<file path="config.mk">
export PLATFORM = sky130hd
export DESIGN_NAME = signal_router_top
export DESIGN_NICKNAME = d
export VERILOG_FILES = /design/src/signal_router_pkg.sv /design/src/signal_router_top.sv /design/src/trigger_select.sv /design/src/slow_dac_scaler.sv /design/src/source_mux.sv /design/src/sys_reg_bank.sv
export VERILOG_INCLUDE_DIRS = /design/src
export SDC_FILE = /design/constraint.sdc
export NUM_CORES = 1
export LEC_CHECK = 0
export ABC_AREA = 1
export BUFFER_PORTS_ARGS = -buffer_cell sky130_fd_sc_hd__buf_2
export CAP_MARGIN = 20
export CORE_ASPECT_RATIO = 1.2
export CORE_MARGIN = 5
export CORE_UTILIZATION = 50
export DETAILED_ROUTE_END_ITERATION = 8
export MAX_ROUTING_LAYER = met4
export PLACE_DENSITY = 0.84
export REMOVE_ABC_BUFFERS = 1
export SLEW_MARGIN = 10
export SYNTH_ARGS = -nofsm -noshare
export SYNTH_HDL_FRONTEND = slang
export SYNTH_HIERARCHICAL = 1
export SYNTH_SLANG_ARGS = --single-unit
export TNS_END_PERCENT = 30
</file>
<file path="constraint.sdc">
create_clock -name clk -period 8.2 [get_ports clk]
set_input_delay 0.82 -clock clk [delete_from_list [all_inputs] [get_ports clk]]
set_output_delay 0.82 -clock clk [all_outputs]
set_load 0.005 [all_outputs]
</file>
<file path="src/signal_router_cfg.svh">
`ifndef SIGNAL_ROUTER_CFG_SVH
`define SIGNAL_ROUTER_CFG_SVH

// datapath widths
`define SR_SAMPLE_W     14  // fast adc/dac sample
`define SR_SLOW_DAC_W   12  // slow dac code
`define SR_SCOPE_SEL_W  5   // scope channel index
`define SR_OUT_SEL_W    4   // fast and slow output index
`define SR_TRIG_SEL_W   8   // trigger source index
`define SR_OSC_CTRL_W   2   // [osc2_filt_off, osc1_filt_off]

// system bus
`define SR_BUS_W        32
`define SR_DECODE_W     20  // low address bits used for decode

// slow dac mapping, sample + offset, times gain, keep bits from lsb up
`define SR_SLOW_OFFSET  8192
`define SR_SLOW_GAIN    156
`define SR_SLOW_LSB     10
`define SR_SLOW_STAGES  3   // scaler latency in cycles

// ---------------------------------------------------------------------------
// register map
// ---------------------------------------------------------------------------
`define SR_ADDR_OSC_A_SEL   20'h00000
`define SR_ADDR_OSC_B_SEL   20'h00004
`define SR_ADDR_OSC_CTRL    20'h00008
`define SR_ADDR_TRIG_SEL    20'h0000C
`define SR_ADDR_OUT1_SEL    20'h00010
`define SR_ADDR_OUT2_SEL    20'h00014
`define SR_ADDR_SLOW_A_SEL  20'h00020
`define SR_ADDR_SLOW_B_SEL  20'h00024
`define SR_ADDR_IN1         20'h00028  // live, read only from here down
`define SR_ADDR_IN2         20'h0002C
`define SR_ADDR_OUT1        20'h00030
`define SR_ADDR_OUT2        20'h00034
`define SR_ADDR_SLOW_A      20'h00040
`define SR_ADDR_SLOW_B      20'h00044
`define SR_ADDR_OSC_A       20'h00048
`define SR_ADDR_OSC_B       20'h0004C

`endif
</file>
<file path="src/signal_router_pkg.sv">
`default_nettype none

`include "signal_router_cfg.svh"

package signal_router_pkg;

    // samples and codes
    typedef logic signed [`SR_SAMPLE_W-1:0] sample_t;    // -8192 .. 8191
    typedef logic        [`SR_SLOW_DAC_W-1:0] slow_code_t; // 0 .. 4095

    // ---------------------------------------------------------------------------
    // system bus
    // ---------------------------------------------------------------------------
    typedef struct packed {
        logic [`SR_BUS_W-1:0] addr;
        logic [`SR_BUS_W-1:0] wdata;
        logic                 wen;   // one cycle write strobe
        logic                 ren;   // one cycle read strobe
    } sys_req_t;

    typedef struct packed {
        logic [`SR_BUS_W-1:0] rdata;
        logic                 err;   // never set
        logic                 ack;   // one cycle after strobe
    } sys_rsp_t;

    // control registers as seen by the datapath
    typedef struct packed {
        logic [`SR_SCOPE_SEL_W-1:0] osc_a_sel;
        logic [`SR_SCOPE_SEL_W-1:0] osc_b_sel;
        logic [`SR_OSC_CTRL_W-1:0]  osc_ctrl;
        logic [`SR_TRIG_SEL_W-1:0]  trig_sel;
        logic [`SR_OUT_SEL_W-1:0]   out1_sel;
        logic [`SR_OUT_SEL_W-1:0]   out2_sel;
        logic [`SR_OUT_SEL_W-1:0]   slow_a_sel;
        logic [`SR_OUT_SEL_W-1:0]   slow_b_sel;
    } route_cfg_t;

    // live values for readback
    typedef struct packed {
        sample_t    in1;
        sample_t    in2;
        sample_t    out1;
        sample_t    out2;
        sample_t    osc_a;
        sample_t    osc_b;
        slow_code_t slow_a;
        slow_code_t slow_b;
    } live_t;

endpackage

`default_nettype wire

</file>
<file path="src/signal_router_top.sv">
`default_nettype none

`include "signal_router_cfg.svh"

module signal_router_top (
    input  wire logic                        clk,
    input  wire logic                        rst,
    // adc inputs
    input  wire signal_router_pkg::sample_t  i_in1,
    input  wire signal_router_pkg::sample_t  i_in2,
    input  wire logic                        i_ext_trigger,
    // system bus
    input  wire signal_router_pkg::sys_req_t i_req,
    output signal_router_pkg::sys_rsp_t      o_rsp,
    // fast dacs and scope channels
    output signal_router_pkg::sample_t       o_out1,
    output signal_router_pkg::sample_t       o_out2,
    output signal_router_pkg::sample_t       o_osc1,
    output signal_router_pkg::sample_t       o_osc2,
    // slow dacs
    output signal_router_pkg::slow_code_t    o_slow_a,
    output signal_router_pkg::slow_code_t    o_slow_b,
    // scope control
    output logic                             o_trigger,
    output logic [`SR_OSC_CTRL_W-1:0]        o_osc_ctrl
);

    import signal_router_pkg::*;

    route_cfg_t cfg;
    live_t      live;
    sample_t    slow_a_smp;  // registered selector out, into scaler
    sample_t    slow_b_smp;

    sys_reg_bank reg_bank_i (
        .clk    (clk),
        .rst    (rst),
        .i_req  (i_req),
        .i_live (live),
        .o_rsp  (o_rsp),
        .o_cfg  (cfg)
    );

    // ---------------------------------------------------------------------------
    // scope channels, one cycle
    // ---------------------------------------------------------------------------
    source_mux #(.SEL_W(`SR_SCOPE_SEL_W), .IDLE_VALUE('0), .REGISTERED(1'b1)) osc_a_mux_i (
        .clk(clk), .rst(rst), .i_sel(cfg.osc_a_sel),
        .i_in1(i_in1), .i_in2(i_in2), .o_sample(o_osc1)
    );

    source_mux #(.SEL_W(`SR_SCOPE_SEL_W), .IDLE_VALUE('0), .REGISTERED(1'b1)) osc_b_mux_i (
        .clk(clk), .rst(rst), .i_sel(cfg.osc_b_sel),
        .i_in1(i_in1), .i_in2(i_in2), .o_sample(o_osc2)
    );

    // ---------------------------------------------------------------------------
    // fast outputs, combinational
    // ---------------------------------------------------------------------------
    source_mux #(.SEL_W(`SR_OUT_SEL_W), .IDLE_VALUE('0), .REGISTERED(1'b0)) out1_mux_i (
        .clk(clk), .rst(rst), .i_sel(cfg.out1_sel),
        .i_in1(i_in1), .i_in2(i_in2), .o_sample(o_out1)
    );

    source_mux #(.SEL_W(`SR_OUT_SEL_W), .IDLE_VALUE('0), .REGISTERED(1'b0)) out2_mux_i (
        .clk(clk), .rst(rst), .i_sel(cfg.out2_sel),
        .i_in1(i_in1), .i_in2(i_in2), .o_sample(o_out2)
    );

    // ---------------------------------------------------------------------------
    // slow dacs, selector then scaler, four cycles total
    // ---------------------------------------------------------------------------
    // idle at most negative sample so the code sits at 0
    source_mux #(
        .SEL_W      (`SR_OUT_SEL_W),
        .IDLE_VALUE (sample_t'(-`SR_SLOW_OFFSET)),
        .REGISTERED (1'b1)
    ) slow_a_mux_i (
        .clk(clk), .rst(rst), .i_sel(cfg.slow_a_sel),
        .i_in1(i_in1), .i_in2(i_in2), .o_sample(slow_a_smp)
    );

    source_mux #(
        .SEL_W      (`SR_OUT_SEL_W),
        .IDLE_VALUE (sample_t'(-`SR_SLOW_OFFSET)),
        .REGISTERED (1'b1)
    ) slow_b_mux_i (
        .clk(clk), .rst(rst), .i_sel(cfg.slow_b_sel),
        .i_in1(i_in1), .i_in2(i_in2), .o_sample(slow_b_smp)
    );

    slow_dac_scaler slow_a_scaler_i (.clk(clk), .rst(rst), .i_sample(slow_a_smp), .o_code(o_slow_a));
    slow_dac_scaler slow_b_scaler_i (.clk(clk), .rst(rst), .i_sample(slow_b_smp), .o_code(o_slow_b));

    // external trigger to scope
    trigger_select trigger_select_i (
        .clk           (clk),
        .rst           (rst),
        .i_ext_trigger (i_ext_trigger),
        .i_sel         (cfg.trig_sel),
        .o_trigger     (o_trigger)
    );

    assign o_osc_ctrl = cfg.osc_ctrl;

    // readback of what is on the pins right now
    assign live = '{
        in1:    i_in1,
        in2:    i_in2,
        out1:   o_out1,
        out2:   o_out2,
        osc_a:  o_osc1,
        osc_b:  o_osc2,
        slow_a: o_slow_a,
        slow_b: o_slow_b
    };

endmodule

`default_nettype wire

</file>
<file path="src/trigger_select.sv">
`default_nettype none

`include "signal_router_cfg.svh"

module trigger_select (
    input  wire logic                      clk,
    input  wire logic                      rst,
    input  wire logic                      i_ext_trigger,  // async pin
    input  wire logic [`SR_TRIG_SEL_W-1:0] i_sel,
    output logic                           o_trigger
);

    logic [1:0] sync_q;   // two flop synchronizer
    logic       prev_q;   // last synchronized level
    logic       tick_q;
    logic       rise;
    logic       ext_sel;

    assign rise    = sync_q[1] & ~prev_q;
    assign ext_sel = (i_sel == '0);  // external pin is the only live source

    always_ff @(posedge clk or posedge rst) begin
        if (rst) begin
            sync_q <= '0;
            prev_q <= 1'b0;
            tick_q <= 1'b0;
        end else begin
            sync_q <= {sync_q[0], i_ext_trigger};
            prev_q <= sync_q[1];
            tick_q <= rise & ext_sel;  // one cycle, two edges after first seen
        end
    end

    assign o_trigger = tick_q;

endmodule

`default_nettype wire

</file>
<file path="src/slow_dac_scaler.sv">
`default_nettype none

`include "signal_router_cfg.svh"

module slow_dac_scaler (
    input  wire logic                       clk,
    input  wire logic                       rst,
    input  wire signal_router_pkg::sample_t i_sample,
    output signal_router_pkg::slow_code_t   o_code
);

    import signal_router_pkg::*;

    localparam int OFFS_W = 16;          // offset sample, unsigned
    localparam int PROD_W = OFFS_W + 8;  // gain fits in 8 bits

    logic [OFFS_W-1:0] offs_d;
    logic [OFFS_W-1:0] offs_q;
    logic [PROD_W-1:0] prod_q;
    slow_code_t        code_q;

    // signed sample moved to 0 .. 16383, cast sign extends first
    assign offs_d = OFFS_W'(i_sample) + OFFS_W'(`SR_SLOW_OFFSET);

    // ---------------------------------------------------------------------------
    // three stage pipe, offset, gain, slice
    // ---------------------------------------------------------------------------
    always_ff @(posedge clk or posedge rst) begin
        if (rst) begin
            offs_q <= '0;
            prod_q <= '0;
            code_q <= '0;
        end else begin
            offs_q <= offs_d;                                   // stage 1
            prod_q <= offs_q * PROD_W'(`SR_SLOW_GAIN);          // stage 2, maps to 0 .. 1.8 V
            code_q <= prod_q[`SR_SLOW_LSB +: `SR_SLOW_DAC_W];   // stage 3, bits 21:10
        end
    end

    assign o_code = code_q;

endmodule

`default_nettype wire

</file>
<file path="src/source_mux.sv">
`default_nettype none

module source_mux #(
    parameter int                         SEL_W      = 4,
    parameter signal_router_pkg::sample_t IDLE_VALUE = '0,
    parameter bit                         REGISTERED = 1'b0
) (
    input  wire logic                       clk,
    input  wire logic                       rst,
    input  wire logic [SEL_W-1:0]           i_sel,
    input  wire signal_router_pkg::sample_t i_in1,
    input  wire signal_router_pkg::sample_t i_in2,
    output signal_router_pkg::sample_t      o_sample
);

    import signal_router_pkg::*;

    sample_t sel_d;

    // only in1 and in2 exist as sources, the rest park at idle
    always_comb begin
        case (i_sel)
            SEL_W'(1): sel_d = i_in1;
            SEL_W'(2): sel_d = i_in2;
            default:   sel_d = IDLE_VALUE;
        endcase
    end

    generate
        if (REGISTERED) begin : g_reg
            // one cycle latency, comes out of reset at idle
            always_ff @(posedge clk or posedge rst) begin
                if (rst) begin
                    o_sample <= IDLE_VALUE;
                end else begin
                    o_sample <= sel_d;
                end
            end
        end else begin : g_comb
            assign o_sample = sel_d;  // zero latency path
        end
    endgenerate

endmodule

`default_nettype wire

</file>
<file path="src/sys_reg_bank.sv">
`default_nettype none

`include "signal_router_cfg.svh"

module sys_reg_bank (
    input  wire logic                          clk,
    input  wire logic                          rst,
    input  wire signal_router_pkg::sys_req_t   i_req,
    input  wire signal_router_pkg::live_t      i_live,
    output signal_router_pkg::sys_rsp_t        o_rsp,
    output signal_router_pkg::route_cfg_t      o_cfg
);

    import signal_router_pkg::*;

    // scope A on in1, scope B on in2, both filters off
    localparam route_cfg_t CFG_RESET = '{
        osc_a_sel: `SR_SCOPE_SEL_W'(1),
        osc_b_sel: `SR_SCOPE_SEL_W'(2),
        osc_ctrl:  `SR_OSC_CTRL_W'(3),
        default:   '0
    };

    logic [`SR_DECODE_W-1:0] addr;   // decoded part of the bus address
    route_cfg_t              cfg_q;
    logic [`SR_BUS_W-1:0]    rdata_d;
    logic [`SR_BUS_W-1:0]    rdata_q;
    logic                    ack_q;

    assign addr = i_req.addr[`SR_DECODE_W-1:0];

    // ---------------------------------------------------------------------------
    // write side
    // ---------------------------------------------------------------------------
    always_ff @(posedge clk or posedge rst) begin
        if (rst) begin
            cfg_q <= CFG_RESET;
        end else if (i_req.wen) begin
            case (addr)
                `SR_ADDR_OSC_A_SEL:  cfg_q.osc_a_sel  <= i_req.wdata[`SR_SCOPE_SEL_W-1:0];
                `SR_ADDR_OSC_B_SEL:  cfg_q.osc_b_sel  <= i_req.wdata[`SR_SCOPE_SEL_W-1:0];
                `SR_ADDR_OSC_CTRL:   cfg_q.osc_ctrl   <= i_req.wdata[`SR_OSC_CTRL_W-1:0];
                `SR_ADDR_TRIG_SEL:   cfg_q.trig_sel   <= i_req.wdata[`SR_TRIG_SEL_W-1:0];
                `SR_ADDR_OUT1_SEL:   cfg_q.out1_sel   <= i_req.wdata[`SR_OUT_SEL_W-1:0];
                `SR_ADDR_OUT2_SEL:   cfg_q.out2_sel   <= i_req.wdata[`SR_OUT_SEL_W-1:0];
                `SR_ADDR_SLOW_A_SEL: cfg_q.slow_a_sel <= i_req.wdata[`SR_OUT_SEL_W-1:0];
                `SR_ADDR_SLOW_B_SEL: cfg_q.slow_b_sel <= i_req.wdata[`SR_OUT_SEL_W-1:0];
                default: ;  // live and unmapped writes dropped
            endcase
        end
    end

    assign o_cfg = cfg_q;

    // ---------------------------------------------------------------------------
    // read side
    // ---------------------------------------------------------------------------
    // indices and codes zero extend while samples sign extend in the cast
    always_comb begin
        case (addr)
            `SR_ADDR_OSC_A_SEL:  rdata_d = `SR_BUS_W'(cfg_q.osc_a_sel);
            `SR_ADDR_OSC_B_SEL:  rdata_d = `SR_BUS_W'(cfg_q.osc_b_sel);
            `SR_ADDR_OSC_CTRL:   rdata_d = `SR_BUS_W'(cfg_q.osc_ctrl);
            `SR_ADDR_TRIG_SEL:   rdata_d = `SR_BUS_W'(cfg_q.trig_sel);
            `SR_ADDR_OUT1_SEL:   rdata_d = `SR_BUS_W'(cfg_q.out1_sel);
            `SR_ADDR_OUT2_SEL:   rdata_d = `SR_BUS_W'(cfg_q.out2_sel);
            `SR_ADDR_SLOW_A_SEL: rdata_d = `SR_BUS_W'(cfg_q.slow_a_sel);
            `SR_ADDR_SLOW_B_SEL: rdata_d = `SR_BUS_W'(cfg_q.slow_b_sel);
            `SR_ADDR_IN1:        rdata_d = `SR_BUS_W'(i_live.in1);    // signed
            `SR_ADDR_IN2:        rdata_d = `SR_BUS_W'(i_live.in2);
            `SR_ADDR_OUT1:       rdata_d = `SR_BUS_W'(i_live.out1);
            `SR_ADDR_OUT2:       rdata_d = `SR_BUS_W'(i_live.out2);
            `SR_ADDR_SLOW_A:     rdata_d = `SR_BUS_W'(i_live.slow_a); // unsigned
            `SR_ADDR_SLOW_B:     rdata_d = `SR_BUS_W'(i_live.slow_b);
            `SR_ADDR_OSC_A:      rdata_d = `SR_BUS_W'(i_live.osc_a);
            `SR_ADDR_OSC_B:      rdata_d = `SR_BUS_W'(i_live.osc_b);
            default:             rdata_d = '0;
        endcase
    end

    // every strobe answered one cycle later with no wait states
    always_ff @(posedge clk or posedge rst) begin
        if (rst) begin
            rdata_q <= '0;
            ack_q   <= 1'b0;
        end else begin
            rdata_q <= rdata_d;  // live values as seen at the request edge
            ack_q   <= i_req.wen | i_req.ren;
        end
    end

    assign o_rsp = '{rdata: rdata_q, err: 1'b0, ack: ack_q};

endmodule

`default_nettype wire

</file>
Yosys cells after proc, flatten, opt, wreduce, memory -nomap -nowiden
Cells that the tools add are included.
- register bits after elaboration: 225
- bits of input ports: 97
- logic and storage cells: 75
- add/sub/neg operators: 2
- $mul: 2
- equality and inequality tests: 27
- multiplexer cells: 7
- bitwise logic cells: 4
- reduce and logical (&&, ||, !) cells: 10
- operators by type and width (operator ; number):
    case mux 32 bit (16 select lines) ; 1
    case mux 14 bit (2 select lines) ; 6
    == test 20 x 6 -> 1 bit, second input constant ; 6
    == test 20 x 7 -> 1 bit, second input constant ; 4
    == test 20 x 4 -> 1 bit, second input constant ; 2
    == test 20 x 5 -> 1 bit, second input constant ; 2
    multiplier 16 x 6 -> 20 bit, second input constant ; 2
    adder 14 x 15 -> 16 bit, second input constant ; 2
    == test 20 x 3 -> 1 bit, second input constant ; 1
    zero test 20 bit ; 1
    == test 4 x 1 -> 1 bit, second input constant ; 4
    == test 4 x 2 -> 1 bit, second input constant ; 4
    AND reduction 2 bit ; 8
    == test 5 x 1 -> 1 bit, second input constant ; 2
    == test 5 x 2 -> 1 bit, second input constant ; 2
    zero test 8 bit ; 1
    AND 1 bit ; 2
    inverter 1 bit ; 1
    bitwise OR 1 bit ; 1

Depth between registers and ports, before layout
Gate-level depths: netlist of the first run.
- word-level depth: 3
- mapped depth: 16
- depth with buffers taken out: 16

Cells and area by module
Netlist of the first run, hierarchy kept.
- by module, submodules not included (module ; times used ; cells an instance ; area an instance (um^2) ; seq. area each (um^2)):
    slow_dac_scaler ; 2 ; 316 ; 2700.1 ; 950.9
    sys_reg_bank ; 1 ; 518 ; 3638.5 ; 1281.2
    source_mux (osc_a_mux_i ...) ; 2 ; 69 ; 690.7 ; 350.3
    source_mux (slow_a_mux_i ...) ; 2 ; 70 ; 649.4 ; 351.6
    source_mux (out1_mux_i ...) ; 2 ; 51 ; 284.0 ; 0.0
    trigger_select ; 1 ; 14 ; 138.9 ; 100.1

Worst setup path after synthesis of the first run
Ideal clock, no wire load.
- path type: flip-flop to flip-flop
- start point: reg slow_b_scaler_i.offs_q[11]
- end point: reg slow_b_scaler_i.prod_q[20]
- library setup time: 0.117 ns
- arrival time: 2.812 ns
- required time: 8.083 ns
- path slack: 5.271 ns
- stages on the path, launching flop included: 17
- path buffers: 0
- period minus slack after synthesis: 2.929 ns
- cells stage by stage: dfrtp_1 -> inv_1 -> fa_1 -> inv_1 -> ha_1 -> inv_1 -> fa_1 -> inv_1 -> ha_1 -> nand2_2 -> inv_2 -> a21oi_2 -> nor2_1 -> nor2_2 -> nand2_1 -> nand2_1 -> nand2_1
- cells in the longest elaborated chain, start to end: 1
- ends and longest elaborated chain (what ; RTL line ; text):
    start: declaration ; slow_dac_scaler.sv:18 ; logic [OFFS_W-1:0] offs_q;
    start signal: assignment ; slow_dac_scaler.sv:34 ; offs_q <= offs_d;
    multiplier 16 x 6 -> 20 bit ; slow_dac_scaler.sv:35 ; prod_q <= offs_q * PROD_W'(`SR_SLOW_GAIN);
    end signal: assignment ; slow_dac_scaler.sv:35 ;
    end: declaration ; slow_dac_scaler.sv:19 ; logic [PROD_W-1:0] prod_q;
No other way between the ends.
A chain may end at the register's enable or synchronous reset.

Worst setup path after layout of the first run
- start point: reg slow_b_scaler_i.offs_q[7]
- end point: reg slow_b_scaler_i.prod_q[16]
Same word-level chain as after synthesis.

==> flow_metrics.tcl, run 1 <==
set metrics [dict create \
    grt_util_all_layers_pct 28.0 \
    worstReg2RegStart "slow_b_scaler_i/offs_q[7]" \
    maxCapViolations 0 \
    first_iter_violations 1495 \
    synth-warning-count 6 \
    wl_um 38900 \
    gr-total-overflow 0 \
    critPathArrivalTime_ns 3.54 \
    vias 11383 \
    rsz0062_at_grt "false" \
    wl_met2_um 18100 \
    dr_wl_met3_um 3790 \
    status "finished clean" \
    ys_top_cells_by_count "nand2_1 (423), inv_1 (263), dfrtp_1 (181)" \
    cp_num_buf_inv 5 \
    cts_sinks 187 \
    hold_viol 0 \
    clk_latency_ns 0.44 \
    cp-startpoint "slow_b_scaler_i/offs_q[7]" \
    maxClockFrequency_mhz 309 \
    core_um2 24600 \
    cp_data_required_time_ns 8.51 \
    cts_hold_buf 0 \
    ir_drop_uv 153 \
    ctsLongestPathBuffers 2 \
    min_path_type "flop to flop" \
    routed.top_layer "met4" \
    synth_edf_count 0 \
    hold_ws_ns 0.345 \
    period_share_pct 39.4 \
    cts_resized 0 \
    leakage_nw 8.05 \
    synth_top_area_share_pct 36.5 \
    fin_worst_skew_ns 0.0150 \
    start_kind "flop" \
    yosys.area.top_type "dfrtp_1" \
    worst_pin_slew_ns 0.921 \
    cp_slowest_cell "fa_1" \
    synth.avg_cell_area_um2 8.05 \
    synth_seq_cells 187 \
    async_flop_share_pct 100 \
    firstDrtPassIters 7 \
    row_count 63 \
    crit_fanout 4 \
    slew_viol_final 0 \
    wl_per_cell_um 19.3 \
    ys.flop_type "dfrtp_1" \
    syn2layout_area_growth_pct 11.7 \
    synth_area_leaders "dfrtp_1 (36%), nand2_1 (13%), inv_1 (7.9%)" \
    critPathMostFrequentCell "nand2_1" \
    drive_gt1_share_pct 18.3 \
    syn_area_um2 12400 \
    yosysMostFrequentCell "nand2_1" \
    io_buffers 176 \
    postCtsSetupBuffers 0 \
    critPathKind "flop to flop" \
    slew_headroom_pct 38.6 \
    hpwl_um 28600 \
    grt_pass1_wl_um 59100 \
    io_pins 214 \
    antenna_found_initial 4 \
    drc_errors 0 \
    crit_path_cell_trace "inv_1 -> fa_1 -> inv_1 -> ha_1 -> inv_1 -> fa_1 -> inv_1 -> ha_1 -> nand2_1 -> inv_1 -> a21oi_1 -> nand2_1 -> nand2_1 -> nand2_1 -> nand2_1 -> nand2_1" \
    cts_max_level 4 \
    globalplace.congestion 0.980 \
    die_y_um 183 \
    drtAntennaViolNets 0 \
    crit_path_end_kind "flop" \
    fp.dieW_um 154 \
    nets 1881 \
    grt_pass1_vias 10925 \
    die_area_um2 28100 \
    synth.distinct_cells 32 \
    min_from "slow_a_mux_i/o_sample[9]" \
    syn_inst 1544 \
    grt_start_max_net_pins 78 \
    wl_met1_um 14500 \
    path_delay_family "adder cells" \
    cts-buffers-inserted 17 \
    vias_per_cell 5.64 \
    min_period_ns 3.23 \
    cp_slowest_stage_delay_ns 0.55 \
    path_clk_slew_ns 0.08 \
    yosysSeqAreaShare_pct 37.7 \
    cts_tree "built" \
    root_buffer "clkbuf_16" \
    power.density_nw_per_um2 138 \
    initial_core_util_pct 50.5 \
    fin_setup_tns_ns 0 \
    setup_viol 0 \
]
-- power breakdown --
part / switching (W) / internal, W / total (W) / leakage, nW
Clock: 0.000386 / 0.000522 / 0.000908 / 0.313
Sequential: 0.000000430 / 0.000923 / 0.000924 / 2.58
Combinational: 0.0000612 / 0.0000163 / 0.0000775 / 5.16
-- cells by family after synthesis --
family / after synthesis / share of synthesized area [%]
and+or+nand+nor: 815 / 32.3
buffers and inverters: 352 / 13.0
DFF: 187 / 37.7
adders and majority gates: 106 / 13.3
AOI/OAI and AO/OA: 77 / 3.16
xor gates and xnor gates: 6 / 0.423
other: 1 / 0.0302
-- cells in the final DEF, fill, tap and decap left out, types with 7 or more instances in the layout --
cell         n
a21oi_1     24
buf_2      176
clkbuf_16   17
dfrtp_1    181
fa_1        44
ha_1        62
inv_1      262
inv_2       22
nand2_1    423
nand2_2      7
nand3_1    136
nand4_1    127
nand4_2      7
nor2_1      54
nor2_2       8
nor2_4      28
o21ai_0     19
o21ai_1     32
-- metal layers --
metal / GRT usage, % / vias up
li1: - / 5179
met1: 33.8 / 5297
met2: 43.5 / 742
met3: 5.79 / 165
met4: 16.4 / 0
met5: - / -
-- sequential cells by signal, indices dropped and copies added, names as in the netlist, 14 cells and up --
signal	cells
slow_a_mux_i/o_sample	14
slow_b_scaler_i/offs_q	14
slow_a_scaler_i/offs_q	14
slow_b_mux_i/o_sample	14
reg_bank_i/o_cfg	36
osc_b_mux_i/o_sample	14
osc_a_mux_i/o_sample	14
reg_bank_i/rdata_q	14
-- area by class of cell --
class / instances / area, um2
Clock buffer: 19 / 433
Tap cell: 325 / 407
Inverter: 285 / 1070
Antenna cell: 4 / 10.0
Fill cell: 2206 / 10700
Clock inverter: 13 / 203
Multi-Input combinational cell: 1005 / 6120
Timing Repair Buffer: 182 / 946
Sequential cell: 187 / 4690
-- final timing paths --
| kind | endpoint | slack [ns] | cells after the start |
|---|---|---|---|
| worst max-delay path | slow_b_scaler_i/prod_q[16] | 4.97 | 16 |
| worst min-delay path | slow_a_scaler_i/offs_q[9] | 0.34 | 0 |
| worst max register to register | slow_b_scaler_i/prod_q[16] | 4.97 | 16 |
| worst min register to register | slow_a_scaler_i/offs_q[9] | 0.34 | 0 |
| max in group asynchronous | osc_b_mux_i/o_sample[13] | 7.16 | 2 |
| min in group asynchronous | trigger_select_i/o_trigger | 0.38 | 2 |
-- worst register-to-register path, cell delays in order (launching register included) --
cell and delay [ns]:
dfrtp_1 0.38, inv_1 0.12, fa_1 0.55, inv_1 0.05, ha_1 0.27, inv_1 0.06, fa_1 0.53, inv_1 0.04
ha_1 0.33, nand2_1 0.11, inv_1 0.06, a21oi_1 0.14, nand2_1 0.14, nand2_1 0.11, nand2_1 0.06, nand2_1 0.08
nand2_1 0.08
-- per-stage QoR --
stage / utilization (%) / total power, W / area (um2) / setup WS (ns) / instances
after floorplan: - / 0.000967 / 11900 / 5.27 / 1477
final: 56.4 / 0.00191 / 13900 / 4.97 / 2020
after global routing: 56.4 / 0.00196 / 13900 / 4.74 / 2020
after detailed placement: 53.7 / 0.00102 / 13200 / 5.00 / 1983
after global placement: 53.7 / 0.00101 / 13200 / 5.09 / 1983
after CTS: 56.3 / 0.00192 / 13800 / 4.99 / 2015
(Power assumes the default switching activity.)
==> run 2, diff against run 1 <==
Settings changed: PLACE_DENSITY 0.84 to 0.87.
Clock period 8.2 ns to 2.7 ns, I/O delays scaled along.
==> run 2 against run 1 <==
The run now ends with setup timing left. Routed wire length is 7.3% higher. Power grew to 3.0 times the previous value. Flip-flop and latch count is the same. Largest cell class unchanged. Highest routed layer unchanged.
==> flow_metrics.tcl, run 2 (synthesized netlist as in run 1, its figures left out) <==
set metrics [dict create \
    status "complete, but fails checks" \
    violations "setup timing" \
    layout_setup_ws_ns -0.361 \
    drtAntennaViolNets 0 \
    die_area_um2 28100 \
    io_buffers 176 \
    row_count 63 \
    finalPower_w 0.00567 \
    worst_pin_slew_ns 0.791 \
    maxClockFrequency_mhz 327 \
    drive_gt1_share_pct 29.4 \
    clk_latency_ns 0.44 \
    largest_register_ffs 36 \
    cts_max_level 4 \
    slew_viol_final 0 \
    drc_errors 0 \
    min_path_type "primary input to flop" \
    die_y_um 183 \
    initial_core_util_pct 50.5 \
    crit_path_cell_trace "inv_2 -> fa_1 -> inv_1 -> ha_1 -> inv_1 -> fa_1 -> inv_1 -> ha_4 -> nand2_1 -> nand2_1 -> a21oi_2 -> nor2_1 -> nor2_2 -> nand2_1 -> nand2_1 -> nand2_1" \
    cp_data_required_time_ns 3.04 \
    placed_cell_area_um2 13700 \
    cp_slowest_stage_delay_ns 0.54 \
    ir_drop_uv 409 \
    layout_common_cells "nand2_1 (377), inv_1 (224), dfrtp_1 (181)" \
    vias_per_cell 5.68 \
    root_buffer "clkbuf_16" \
    vias 11923 \
    path_clk_slew_ns 0.07 \
    fin_worst_skew_ns 0.0124 \
    grt_util_all_layers_pct 30.0 \
    nets 1960 \
    min_period_ns 3.06 \
    wl_um 41800 \
    cp_slowest_cell "fa_1" \
    grt_start_max_net_pins 76 \
    postLayoutCellArea_um2 15000 \
    cts_tree "built" \
    leakage_nw 8.49 \
    rsz0062_at_grt "true" \
    start_kind "flop" \
    antenna_found_initial 3 \
    fin_setup_tns_ns -4.92 \
    crit_fanout 4 \
    io_pins 214 \
    period_share_pct 113 \
    critPathMostFrequentCell "nand2_1" \
    globalplace.congestion 0.995 \
    slew_headroom_pct 46.7 \
    ctsLongestPathBuffers 2 \
    power.density_nw_per_um2 377 \
    firstDrtPassIters 6 \
    fp.dieW_um 154 \
    grt_pass1_vias 11282 \
    syn2layout_area_growth_pct 21.0 \
    cts_sinks 187 \
    crit_path_end_kind "flop" \
    core_um2 24600 \
    maxCapViolations 0 \
    wl_per_cell_um 19.9 \
    critPathKind "flop to flop" \
    gr-total-overflow 0 \
    fin_util_pct 61.2 \
    grt_pass1_wl_um 63300 \
    hpwl_um 29500 \
    setup_viol 24 \
    critPathArrivalTime_ns 3.40 \
    final_common_cell "nand2_1" \
    hold_viol 0 \
    cts-buffers-inserted 17 \
    first_iter_violations 1655 \
]
run 2: changes by cell type in the layout (fill, tap and decap cells not counted), sizes merged:
cell / delta
buf: +77
bufinv: -1
clkbuf: +4
clkinv: +1
clkinvlp: +3
diode: -1
dlygate4sd3: +2
inv: -7
run 2: repair_timing:
item,in CTS,in global routing
hold endpoints to repair,62,0
hold buffers,2,0
setup buffers,10,2
pin swaps,58,44
endpoints found under the setup margin,24,24
cloned,0,0
resized for setup,97,55
run 2: power breakdown:
part	total (W)	switching, W	internal, W	leakage (nW)
Combinational	0.000240	0.000189	0.0000509	5.63
Clock	0.00262	0.00111	0.00151	0.284
Sequential	0.00281	0.00000118	0.00280	2.58
run 2: area by class of cell:
| class | instances | area [um2] |
|---|---|---|
| diodes | 3 | 7.51 |
| clock buffers | 23 | 468 |
| clock inverters | 9 | 139 |
| fillers | 1977 | 9550 |
| inverters | 285 | 1070 |
| multi-input cells | 1005 | 6710 |
| flip-flops and latches | 187 | 4690 |
| well taps | 325 | 407 |
| repair buffers | 261 | 1540 |
run 2: metal layers:
metal	part of all wire (%)	GRT usage, %	vias to the layer above
met1	37	37.8	5566
met5	0	-	-
li1	-	-	5328
met2	46	46.2	859
met4	5.9	14.6	0
met3	11	6.74	170
run 2: worst max-delay path: cells and delay by family (launching register included):
kind	cells	cell delay, ns
buffers and inverters	4	0.23
adder cells (fa/ha/maj)	4	1.56
AO/OA/AOI/OAI	1	0.17
flip-flops	1	0.37
AND/OR/NAND/NOR	7	0.64
run 2: final timing paths:
| path | from | endpoint | slack [ns] | cells past startpoint |
|---|---|---|---|---|
| worst min register to register | slow_a_mux_i/o_sample[5] | slow_a_scaler_i/offs_q[5] | 0.34 | 0 |
| worst max register to register | slow_a_scaler_i/offs_q[11] | slow_a_scaler_i/prod_q[20] | -0.36 | 16 |
| max in group asynchronous | rst | reg_bank_i/o_cfg[27] | 1.42 | 4 |
| worst max-delay path | slow_a_scaler_i/offs_q[11] | slow_a_scaler_i/prod_q[20] | -0.36 | 16 |
| worst min-delay path | i_req[0] | reg_bank_i/ack_q | 0.02 | 2 |
| min in group asynchronous | rst | trigger_select_i/o_trigger | 0.37 | 3 |
run 2: per-stage QoR:
| step | hold WS (ns) | setup slack (ns) | std cells |
|---|---|---|---|
| after detailed placement | 0.268 | -0.388 | 2049 |
| after global routing | 0.0133 | -0.495 | 2098 |
| after CTS | 0.00215 | -0.216 | 2093 |
| after floorplan | 0.0361 | -0.229 | 1477 |
| after global placement | 0.268 | -0.314 | 2049 |
| final | 0.0187 | -0.361 | 2098 |
